===== config.mk =====
export PLATFORM = sky130hd
export DESIGN_NAME = mips_lite_core
export DESIGN_NICKNAME = d
export VERILOG_FILES = /design/src/design/mips_lite_pkg.sv /design/src/design/fetch_unit.sv /design/src/design/decode_unit.sv /design/src/design/reg_file.sv /design/src/design/operand_forward.sv /design/src/design/execute_unit.sv /design/src/design/mips_lite_core.sv
export SDC_FILE = /design/constraint.sdc
export NUM_CORES = 2
export LEC_CHECK = 0
export ABC_CLOCK_PERIOD_IN_PS = 6100
export CORE_ASPECT_RATIO = 0.7
export CORE_UTILIZATION = 50
export DETAILED_ROUTE_END_ITERATION = 10
export DONT_BUFFER_PORTS = 1
export PLACE_DENSITY = 0.65
export SLEW_MARGIN = 20
export SYNTH_ARGS = -nofsm -noshare
export SYNTH_HDL_FRONTEND = slang
export SYNTH_SLANG_ARGS = --single-unit

===== constraint.sdc =====
create_clock -name clk -period 6.1 [get_ports clk]
set_clock_uncertainty 0.2 [all_clocks]
set_input_delay 0 -clock clk [delete_from_list [all_inputs] [get_ports clk]]
set_output_delay 0 -clock clk [all_outputs]
set_load 0.02 [all_outputs]

===== src/design/mips_lite_pkg.sv =====
package mips_lite_pkg;

    // datapath widths
    localparam int DATA_W     = 32;
    localparam int ADDR_W     = 32;
    localparam int REG_ADDR_W = 5;
    localparam int REG_NUM    = 32;

    // boot vector in kseg1
    localparam logic [ADDR_W-1:0] RESET_PC = 32'hbfc00000;

    // primary opcodes
    localparam logic [5:0] OP_SPECIAL = 6'h00;
    localparam logic [5:0] OP_ADDIU   = 6'h09;
    localparam logic [5:0] OP_ANDI    = 6'h0c;
    localparam logic [5:0] OP_ORI     = 6'h0d;
    localparam logic [5:0] OP_XORI    = 6'h0e;
    localparam logic [5:0] OP_LUI     = 6'h0f;

    // SPECIAL function codes, also used as the ALU operation
    localparam logic [5:0] FN_SLL  = 6'h00;
    localparam logic [5:0] FN_SRL  = 6'h02;
    localparam logic [5:0] FN_SRA  = 6'h03;
    localparam logic [5:0] FN_ADDU = 6'h21;
    localparam logic [5:0] FN_SUBU = 6'h23;
    localparam logic [5:0] FN_AND  = 6'h24;
    localparam logic [5:0] FN_OR   = 6'h25;
    localparam logic [5:0] FN_XOR  = 6'h26;
    localparam logic [5:0] FN_NOR  = 6'h27;
    localparam logic [5:0] FN_SLT  = 6'h2a;

    // not a MIPS funct, only seen by the ALU
    localparam logic [5:0] FN_LUI  = 6'h3f;

    typedef struct packed {
        logic [5:0]            opcode;
        logic [REG_ADDR_W-1:0] rs;
        logic [REG_ADDR_W-1:0] rt;
        logic [REG_ADDR_W-1:0] rd;
        logic [4:0]            shamt;
        logic [5:0]            funct;
    } r_fmt_t;

    typedef struct packed {
        logic [5:0]            opcode;
        logic [REG_ADDR_W-1:0] rs;
        logic [REG_ADDR_W-1:0] rt;
        logic [15:0]           imm;
    } i_fmt_t;

    // one instruction word, read as R or I format
    typedef union packed {
        r_fmt_t r_fmt;
        i_fmt_t i_fmt;
    } instr_u;

endpackage


===== src/design/fetch_unit.sv =====
module fetch_unit
    import mips_lite_pkg::*;
(
    input  logic              clk,
    input  logic              rst_n_i,
    input  logic              stall_i,
    input  instr_u            rom_data_i,
    output logic              rom_en_o,
    output logic [ADDR_W-1:0] rom_addr_o,
    output logic [ADDR_W-1:0] id_pc_o,
    output instr_u            id_instr_o
);

    logic [ADDR_W-1:0] pc_q;

    assign rom_addr_o = pc_q;

    // pc only moves once the ROM has been enabled
    always_ff @(posedge clk or negedge rst_n_i) begin
        if (!rst_n_i) begin
            rom_en_o <= 1'b0;
            pc_q     <= RESET_PC;
        end else begin
            rom_en_o <= 1'b1;
            if (rom_en_o && !stall_i) begin
                pc_q <= pc_q + ADDR_W'(4);
            end
        end
    end

    // fetch/decode register
    // zero word is sll $0 and never writes
    always_ff @(posedge clk or negedge rst_n_i) begin
        if (!rst_n_i) begin
            id_pc_o    <= '0;
            id_instr_o <= '0;
        end else if (!stall_i) begin
            id_pc_o    <= pc_q;
            id_instr_o <= rom_en_o ? rom_data_i : '0;
        end
    end

endmodule


===== src/design/decode_unit.sv =====
module decode_unit
    import mips_lite_pkg::*;
(
    input  logic                  clk,
    input  logic                  rst_n_i,
    input  logic                  stall_i,
    input  logic [ADDR_W-1:0]     id_pc_i,
    input  instr_u                id_instr_i,
    output logic [REG_ADDR_W-1:0] rs_addr_o,
    output logic [REG_ADDR_W-1:0] rt_addr_o,
    output logic                  rs_en_o,
    output logic                  rt_en_o,
    input  logic [DATA_W-1:0]     rs_data_i,
    input  logic [DATA_W-1:0]     rt_data_i,
    output logic [5:0]            ex_funct_o,
    output logic [4:0]            ex_shamt_o,
    output logic [DATA_W-1:0]     ex_op1_o,
    output logic [DATA_W-1:0]     ex_op2_o,
    output logic                  ex_wr_en_o,
    output logic [REG_ADDR_W-1:0] ex_wr_addr_o,
    output logic [ADDR_W-1:0]     ex_pc_o
);

    logic [5:0]            opcode;
    logic [5:0]            funct_d;
    logic [REG_ADDR_W-1:0] dest_d;
    logic                  known_d;
    logic                  use_imm;
    logic                  imm_sext;
    logic [DATA_W-1:0]     imm_ext;
    logic [DATA_W-1:0]     op2_d;

    assign opcode    = id_instr_i.r_fmt.opcode;
    assign rs_addr_o = id_instr_i.i_fmt.rs;
    assign rt_addr_o = id_instr_i.r_fmt.rt;

    always_comb begin
        funct_d  = id_instr_i.r_fmt.funct;
        dest_d   = id_instr_i.i_fmt.rt;
        known_d  = 1'b0;
        use_imm  = 1'b0;
        imm_sext = 1'b0;
        rs_en_o  = 1'b0;
        rt_en_o  = 1'b0;
        case (opcode)
            OP_SPECIAL: begin
                dest_d = id_instr_i.r_fmt.rd;
                case (id_instr_i.r_fmt.funct)
                    // shifts take rt and shamt only
                    FN_SLL, FN_SRL, FN_SRA: begin
                        known_d = 1'b1;
                        rt_en_o = 1'b1;
                    end
                    FN_ADDU, FN_SUBU, FN_AND, FN_OR, FN_XOR, FN_NOR, FN_SLT: begin
                        known_d = 1'b1;
                        rs_en_o = 1'b1;
                        rt_en_o = 1'b1;
                    end
                    default: ;
                endcase
            end
            OP_ADDIU: begin
                known_d  = 1'b1;
                rs_en_o  = 1'b1;
                use_imm  = 1'b1;
                imm_sext = 1'b1;
                funct_d  = FN_ADDU;
            end
            OP_ANDI, OP_ORI, OP_XORI: begin
                known_d = 1'b1;
                rs_en_o = 1'b1;
                use_imm = 1'b1;
                funct_d = (opcode == OP_ANDI) ? FN_AND :
                          (opcode == OP_ORI)  ? FN_OR  : FN_XOR;
            end
            OP_LUI: begin
                known_d = 1'b1;
                use_imm = 1'b1;
                funct_d = FN_LUI;
            end
            default: ;
        endcase
    end

    // addiu sign extends, the logic immediates zero extend
    assign imm_ext = imm_sext ? {{(DATA_W-16){id_instr_i.i_fmt.imm[15]}}, id_instr_i.i_fmt.imm}
                              : {{(DATA_W-16){1'b0}}, id_instr_i.i_fmt.imm};
    assign op2_d   = use_imm ? imm_ext : rt_data_i;

    // decode/execute register
    always_ff @(posedge clk or negedge rst_n_i) begin
        if (!rst_n_i) begin
            ex_wr_en_o <= 1'b0;
        end else if (!stall_i) begin
            ex_wr_en_o <= known_d && (dest_d != '0);
        end
    end

    always_ff @(posedge clk) begin
        if (!stall_i) begin
            ex_funct_o   <= funct_d;
            ex_shamt_o   <= id_instr_i.r_fmt.shamt;
            ex_op1_o     <= rs_data_i;
            ex_op2_o     <= op2_d;
            ex_wr_addr_o <= dest_d;
            ex_pc_o      <= id_pc_i;
        end
    end

endmodule


===== src/design/reg_file.sv =====
module reg_file
    import mips_lite_pkg::*;
(
    input  logic                  clk,
    input  logic                  rst_n_i,
    input  logic                  wr_en_i,
    input  logic [REG_ADDR_W-1:0] wr_addr_i,
    input  logic [DATA_W-1:0]     wr_data_i,
    input  logic [REG_ADDR_W-1:0] rd_addr_a_i,
    input  logic [REG_ADDR_W-1:0] rd_addr_b_i,
    output logic [DATA_W-1:0]     rd_data_a_o,
    output logic [DATA_W-1:0]     rd_data_b_o
);

    logic [DATA_W-1:0] regs_q [REG_NUM];

    always_ff @(posedge clk or negedge rst_n_i) begin
        if (!rst_n_i) begin
            for (int i = 0; i < REG_NUM; i++) begin
                regs_q[i] <= '0;
            end
        end else if (wr_en_i && wr_addr_i != '0) begin
            regs_q[wr_addr_i] <= wr_data_i;
        end
    end

    // $zero is hardwired
    assign rd_data_a_o = (rd_addr_a_i == '0) ? '0 : regs_q[rd_addr_a_i];
    assign rd_data_b_o = (rd_addr_b_i == '0) ? '0 : regs_q[rd_addr_b_i];

endmodule


===== src/design/operand_forward.sv =====
module operand_forward
    import mips_lite_pkg::*;
(
    input  logic                  rs_en_i,
    input  logic                  rt_en_i,
    input  logic [REG_ADDR_W-1:0] rs_addr_i,
    input  logic [REG_ADDR_W-1:0] rt_addr_i,
    input  logic [DATA_W-1:0]     rf_a_i,
    input  logic [DATA_W-1:0]     rf_b_i,
    input  logic                  ex_wr_en_i,
    input  logic [REG_ADDR_W-1:0] ex_wr_addr_i,
    input  logic [DATA_W-1:0]     ex_result_i,
    input  logic                  wb_wr_en_i,
    input  logic [REG_ADDR_W-1:0] wb_wr_addr_i,
    input  logic [DATA_W-1:0]     wb_data_i,
    output logic [DATA_W-1:0]     rs_data_o,
    output logic [DATA_W-1:0]     rt_data_o
);

    // youngest producer wins: EX, then WB, then the register file
    function automatic logic [DATA_W-1:0] select_operand(
        input logic                  rd_en,
        input logic [REG_ADDR_W-1:0] rd_addr,
        input logic [DATA_W-1:0]     rf_data,
        input logic                  ex_en,
        input logic [REG_ADDR_W-1:0] ex_addr,
        input logic [DATA_W-1:0]     ex_data,
        input logic                  wb_en,
        input logic [REG_ADDR_W-1:0] wb_addr,
        input logic [DATA_W-1:0]     wb_data
    );
        if (!rd_en || rd_addr == '0) begin
            return '0;
        end else if (ex_en && ex_addr == rd_addr) begin
            return ex_data;
        end else if (wb_en && wb_addr == rd_addr) begin
            return wb_data;
        end
        return rf_data;
    endfunction

    assign rs_data_o = select_operand(rs_en_i, rs_addr_i, rf_a_i,
                                      ex_wr_en_i, ex_wr_addr_i, ex_result_i,
                                      wb_wr_en_i, wb_wr_addr_i, wb_data_i);
    assign rt_data_o = select_operand(rt_en_i, rt_addr_i, rf_b_i,
                                      ex_wr_en_i, ex_wr_addr_i, ex_result_i,
                                      wb_wr_en_i, wb_wr_addr_i, wb_data_i);

endmodule


===== src/design/execute_unit.sv =====
module execute_unit
    import mips_lite_pkg::*;
(
    input  logic                  clk,
    input  logic                  rst_n_i,
    input  logic                  stall_i,
    input  logic [5:0]            ex_funct_i,
    input  logic [4:0]            ex_shamt_i,
    input  logic [DATA_W-1:0]     ex_op1_i,
    input  logic [DATA_W-1:0]     ex_op2_i,
    input  logic                  ex_wr_en_i,
    input  logic [REG_ADDR_W-1:0] ex_wr_addr_i,
    input  logic [ADDR_W-1:0]     ex_pc_i,
    output logic [DATA_W-1:0]     ex_result_o,
    output logic                  wb_wr_en_o,
    output logic [REG_ADDR_W-1:0] wb_wr_addr_o,
    output logic [DATA_W-1:0]     wb_data_o,
    output logic [ADDR_W-1:0]     wb_pc_o
);

    logic signed_lt;
    logic wb_en_q;

    assign signed_lt = $signed(ex_op1_i) < $signed(ex_op2_i);

    always_comb begin
        case (ex_funct_i)
            FN_ADDU: ex_result_o = ex_op1_i + ex_op2_i;
            FN_SUBU: ex_result_o = ex_op1_i - ex_op2_i;
            FN_AND:  ex_result_o = ex_op1_i & ex_op2_i;
            FN_OR:   ex_result_o = ex_op1_i | ex_op2_i;
            FN_XOR:  ex_result_o = ex_op1_i ^ ex_op2_i;
            FN_NOR:  ex_result_o = ~(ex_op1_i | ex_op2_i);
            FN_SLT:  ex_result_o = {{(DATA_W-1){1'b0}}, signed_lt};
            // shifts operate on rt
            FN_SLL:  ex_result_o = ex_op2_i << ex_shamt_i;
            FN_SRL:  ex_result_o = ex_op2_i >> ex_shamt_i;
            FN_SRA:  ex_result_o = $signed(ex_op2_i) >>> ex_shamt_i;
            FN_LUI:  ex_result_o = {ex_op2_i[DATA_W/2-1:0], {(DATA_W/2){1'b0}}};
            default: ex_result_o = '0;
        endcase
    end

    // execute/writeback register
    always_ff @(posedge clk or negedge rst_n_i) begin
        if (!rst_n_i) begin
            wb_en_q <= 1'b0;
        end else if (!stall_i) begin
            wb_en_q <= ex_wr_en_i;
        end
    end

    always_ff @(posedge clk) begin
        if (!stall_i) begin
            wb_wr_addr_o <= ex_wr_addr_i;
            wb_data_o    <= ex_result_o;
            wb_pc_o      <= ex_pc_i;
        end
    end

    // held item writes once, on the first unstalled cycle
    assign wb_wr_en_o = wb_en_q && !stall_i;

endmodule


===== src/design/mips_lite_core.sv =====
module mips_lite_core
    import mips_lite_pkg::*;
(
    input  logic                  clk,
    input  logic                  rst_n_i,
    input  logic                  stall_i,
    output logic                  rom_en_o,
    output logic [ADDR_W-1:0]     rom_addr_o,
    input  instr_u                rom_data_i,
    output logic                  debug_reg_write_en_o,
    output logic [REG_ADDR_W-1:0] debug_reg_write_addr_o,
    output logic [DATA_W-1:0]     debug_reg_write_data_o,
    output logic [ADDR_W-1:0]     debug_pc_addr_o
);

    // fetch to decode
    logic [ADDR_W-1:0]     id_pc;
    instr_u                id_instr;

    // register reads
    logic [REG_ADDR_W-1:0] rs_addr;
    logic [REG_ADDR_W-1:0] rt_addr;
    logic                  rs_en;
    logic                  rt_en;
    logic [DATA_W-1:0]     rf_a;
    logic [DATA_W-1:0]     rf_b;
    logic [DATA_W-1:0]     rs_data;
    logic [DATA_W-1:0]     rt_data;

    // decode to execute
    logic [5:0]            ex_funct;
    logic [4:0]            ex_shamt;
    logic [DATA_W-1:0]     ex_op1;
    logic [DATA_W-1:0]     ex_op2;
    logic                  ex_wr_en;
    logic [REG_ADDR_W-1:0] ex_wr_addr;
    logic [ADDR_W-1:0]     ex_pc;
    logic [DATA_W-1:0]     ex_result;

    // writeback
    logic                  wb_wr_en;
    logic [REG_ADDR_W-1:0] wb_wr_addr;
    logic [DATA_W-1:0]     wb_data;
    logic [ADDR_W-1:0]     wb_pc;

    fetch_unit u_fetch (
        .clk       (clk),
        .rst_n_i   (rst_n_i),
        .stall_i   (stall_i),
        .rom_data_i(rom_data_i),
        .rom_en_o  (rom_en_o),
        .rom_addr_o(rom_addr_o),
        .id_pc_o   (id_pc),
        .id_instr_o(id_instr)
    );

    decode_unit u_decode (
        .clk         (clk),
        .rst_n_i     (rst_n_i),
        .stall_i     (stall_i),
        .id_pc_i     (id_pc),
        .id_instr_i  (id_instr),
        .rs_addr_o   (rs_addr),
        .rt_addr_o   (rt_addr),
        .rs_en_o     (rs_en),
        .rt_en_o     (rt_en),
        .rs_data_i   (rs_data),
        .rt_data_i   (rt_data),
        .ex_funct_o  (ex_funct),
        .ex_shamt_o  (ex_shamt),
        .ex_op1_o    (ex_op1),
        .ex_op2_o    (ex_op2),
        .ex_wr_en_o  (ex_wr_en),
        .ex_wr_addr_o(ex_wr_addr),
        .ex_pc_o     (ex_pc)
    );

    reg_file u_reg_file (
        .clk        (clk),
        .rst_n_i    (rst_n_i),
        .wr_en_i    (wb_wr_en),
        .wr_addr_i  (wb_wr_addr),
        .wr_data_i  (wb_data),
        .rd_addr_a_i(rs_addr),
        .rd_addr_b_i(rt_addr),
        .rd_data_a_o(rf_a),
        .rd_data_b_o(rf_b)
    );

    operand_forward u_forward (
        .rs_en_i     (rs_en),
        .rt_en_i     (rt_en),
        .rs_addr_i   (rs_addr),
        .rt_addr_i   (rt_addr),
        .rf_a_i      (rf_a),
        .rf_b_i      (rf_b),
        .ex_wr_en_i  (ex_wr_en),
        .ex_wr_addr_i(ex_wr_addr),
        .ex_result_i (ex_result),
        .wb_wr_en_i  (wb_wr_en),
        .wb_wr_addr_i(wb_wr_addr),
        .wb_data_i   (wb_data),
        .rs_data_o   (rs_data),
        .rt_data_o   (rt_data)
    );

    execute_unit u_execute (
        .clk         (clk),
        .rst_n_i     (rst_n_i),
        .stall_i     (stall_i),
        .ex_funct_i  (ex_funct),
        .ex_shamt_i  (ex_shamt),
        .ex_op1_i    (ex_op1),
        .ex_op2_i    (ex_op2),
        .ex_wr_en_i  (ex_wr_en),
        .ex_wr_addr_i(ex_wr_addr),
        .ex_pc_i     (ex_pc),
        .ex_result_o (ex_result),
        .wb_wr_en_o  (wb_wr_en),
        .wb_wr_addr_o(wb_wr_addr),
        .wb_data_o   (wb_data),
        .wb_pc_o     (wb_pc)
    );

    // debug port mirrors the register-file write
    assign debug_reg_write_en_o   = wb_wr_en;
    assign debug_reg_write_addr_o = wb_wr_addr;
    assign debug_reg_write_data_o = wb_data;
    assign debug_pc_addr_o        = wb_pc;

endmodule


==> results.json <==
{
  "status": "finished with violations",
  "violations": "design-rule violations",
  "critPathArrivalTime_ns": 5.16,
  "num_vias": 53000,
  "track_usage_pct": 33.3,
  "whs_ns": 0.190,
  "worstSkewPairLatency_ns": 0.80,
  "row_count": 118,
  "worst_ir_drop_vdd_mv": 0.315,
  "final_hold_viol_count": 0,
  "gp_congestion": 1.02,
  "io_pins": 138,
  "grt_pass1_wl_um": 370000,
  "drv_slew": 0,
  "die_x_um": 464,
  "drive_gt1_share_pct": 37.2,
  "reg2regPathDepth": 10,
  "cp.required_ns": 6.53,
  "ys_warn_count": 0,
  "port-buffer-count": 0,
  "p_switching_mw": 6.43,
  "postCtsHoldBufs": 72,
  "dp_hpwl_um": 161000,
  "rsz0062_at_grt": "false",
  "num-nets-final": 5729,
  "ant_nets": 0,
  "fin_crit_ns": 4.74,
  "cts.root.buffer_cell": "clkbuf_16",
  "die_y_um": 326,
  "critical_path_class": "flop to flop",
  "max_cap_violations": 0,
  "first_global_vias": 51500,
  "synth_edf_count": 177,
  "seq_power_share_pct": 44.9,
  "start_util_pct": 50.5,
  "worst-path-max-fanout": 23,
  "placed_cell_area_um2": 76800,
  "syn_to_final_growth_pct": 9.97,
  "stdcell_count": 7688,
  "gr-total-overflow": 0,
  "cts_tree": "done",
  "reg2reg_from": "u_fetch.id_instr_o[17]",
  "combPwrFrac_pct": 16.6,
  "power_density_nw_per_um2": 272,
  "cts_resized": 0,
  "viasPerCell": 6.89,
  "grt_max_degree": 225,
  "first_iter_violations": 6778,
  "core_area_um2": 148000,
  "setup_viol": 0,
  "synth-seq-cells": 1296,
  "netSwitchingFraction_pct": 28.8,
  "drcViolationCount": 16,
  "intPower_mw": 15.9,
  "cp-start-kind": "flop",
  "post_cts_buffers": 0,
  "wl_per_cell_um": 32.7,
  "antenna_found_initial": 15,
  "final_area_um2": 82300,
  "end_kind": "flop",
  "hp-class": "primary input to async pin",
  "clk_pin_slew_worst_paths_ns": 0.08,
  "cts.sinks": 1296,
  "tns_ns": 0,
  "ys.flop_type": "dfrtp_1",
  "clock_path_buffers": 3,
  "post-route-util_pct": 55.5,
  "finalCritPeriodShare_pct": 77.6,
  "fmax_ghz": 0.211,
  "syn_inst": 5781,
  "netlist_area_um2": 74800,
  "avgSynthCellArea_um2": 12.9,
  "clockPowerShare_pct": 38.5,
  "tightest_slew_ns": 1.25,
  "cts_made_buffers": 133,
  "die_area_um2": 151000,
  "synth_cell_types": 102,
  "cts-htree-levels": 4,
  "r2r-end": "u_decode.ex_op2_o[24]",
  "ys_async_sr_fraction_pct": 86.3,
  "place_inst": 7363,
  "slew_headroom_pct": 16.2,
  "p_leak_nw": 35.4,
  "seq_area_frac_synth_pct": 44.6,
  "first_pass_iters": 11,
  "regToRegSetupSlack_ns": 1.36,
  "drt_wl_total_um": 251000
}
-- power groups by stage --
| stage | Clock (mW) | Combinational [mW] | Sequential (mW) |
|---|---|---|---|
| after floorplan | 0 | 2.52 | 9.92 |
| after global placement | 0 | 3.53 | 10.1 |
| after detailed placement | 0 | 3.57 | 10.2 |
| after CTS | 8.72 | 3.64 | 10.0 |
| after global routing | 9.07 | 3.94 | 10.1 |
| final | 8.60 | 3.71 | 10.0 |
-- worst max path at each step --
| stage | cells after the start | slack, ns | endpoint | from |
|---|---|---|---|---|
| after detailed placement | 10 | 1.56 | u_decode.ex_op2_o[24] | u_fetch.id_instr_o[17] |
| final | 10 | 1.36 | u_decode.ex_op2_o[24] | u_fetch.id_instr_o[17] |
| after floorplan | 8 | 1.42 | u_reg_file.regs_q[354] | stall_i |
| after global routing | 10 | 1.39 | u_decode.ex_op2_o[24] | u_fetch.id_instr_o[17] |
| after global placement | 10 | 1.58 | u_decode.ex_op2_o[24] | u_fetch.id_instr_o[17] |
| after CTS | 10 | 1.55 | u_decode.ex_op2_o[24] | u_fetch.id_instr_o[17] |
-- Yosys cell counts, types with 10 or more instances --
master    count  area [um2]
mux2_2     1133       12800
dfrtp_1    1110       27800
mux4_2      490       11000
clkbuf_1    390        1460
mux2i_1     296        2960
nor2_1      270        1010
nand2_1     211         792
o21ai_0     205        1030
a21oi_1     204        1020
edfxtp_1    177        5320
inv_1       117         439
buf_2       110         551
ha_1         97        1210
a22oi_1      95         713
a221oi_1     77         674
o211ai_1     76         571
xnor2_1      76         666
buf_1        56         210
nand3_1      53         265
a22o_1       36         315
nor3_1       34         170
a211oi_1     30         225
xor2_1       26         228
o22ai_1      25         156
nand4_1      23         144
nor2b_1      23         144
a31oi_1      21         131
a21o_1       20         150
nand2b_1     16         100
and3_1       15        93.8
o21ai_1      15        75.1
nor4_1       13        81.3
o31ai_1      12        90.1
buf_4        11        82.6
o21bai_1     10        75.1
-- registers in the layout (all words and copies together) (netlist names) --
register	cells
u_reg_file.regs_q	1024
u_decode.ex_op1_o	32
u_decode.ex_op2_o	32
u_execute.wb_data_o	32
u_fetch.id_instr_o	32
u_decode.ex_pc_o	30
u_execute.wb_pc_o	30
u_fetch.id_pc_o	30
u_fetch.rom_addr_o	30
u_decode.ex_funct_o	6
u_decode.ex_shamt_o	5
u_decode.ex_wr_addr_o	5
u_execute.wb_wr_addr_o	5
u_decode.ex_wr_en_o	1
u_execute.wb_en_q	1
u_fetch.rom_en_o	1
-- through the flow --
stage / setup slack (ns) / power, mW
2_1_floorplan: 1.42 / 12.4
3_3_place_gp: 1.58 / 13.6
3_5_place_dp: 1.56 / 13.7
4_1_cts: 1.55 / 22.4
5_1_grt: 1.39 / 23.1
6_report: 1.36 / 22.3
-- final cells by class --
cell class | instances | area [um2]
fillers | 12000 | 66000
well taps | 1980 | 2480
diodes | 7 | 17.5
repair buffers | 250 | 2510
clock inverters | 47 | 548
clock buffers | 194 | 4010
inverters | 121 | 458
flip-flops and latches | 1296 | 33400
multi-input cells | 3793 | 38900
-- routing by layer --
layer	GRT usage, %	vias up	wire length, um
met5	0	-	69
met4	12.5	10	9730
met3	8.93	565	27600
met2	47.1	2972	107000
met1	48.9	27700	107000
li1	-	21700	-
-- placed cells by master, fill, tap and decap left out, drive strengths merged, types with 54 or more instances in the layout --
master / synthesis / routed
nor2: 272 / 272
o211ai: 77 / 77
a22oi: 96 / 96
inv: 119 / 125
mux2i: 298 / 298
mux2: 1134 / 1134
a221oi: 79 / 79
a21oi: 205 / 205
dlygate4sd3: 0 / 69
dfrtp: 1110 / 1110
clkbuf: 390 / 194
nand3: 54 / 54
nand2: 212 / 212
mux4: 490 / 490
buf: 184 / 181
ha: 97 / 97
edfxtp: 177 / 177
o21ai: 221 / 221
xnor2: 76 / 76
-- worst max-delay path, cell delays in order, from the launching register on --
cell,delay (ns)
dfrtp_4,0.80
xor2_1,0.15
nor4_1,0.45
nand3_1,0.13
buf_4,0.25
o31ai_1,0.16
nand2_1,0.72
nor2_2,0.72
buf_4,0.43
a32oi_1,0.31
nand3_1,0.24
-- cells by family (layout without fill, tap and decap cells) --
kind of cell	count (synthesis)	after routing	synth area share, %
adders and majority gates	99	99	1.68
xor gates and xnor gates	102	102	1.19
DFF	1296	1296	44.6
other	2	12	0.0100
and+or+nand+nor	708	708	4.26
muxes	1922	1922	35.8
AOI/OAI and AO/OA	957	957	8.68
buffers and inverters	695	612	3.80
Power figures use the tool's default switching activity.
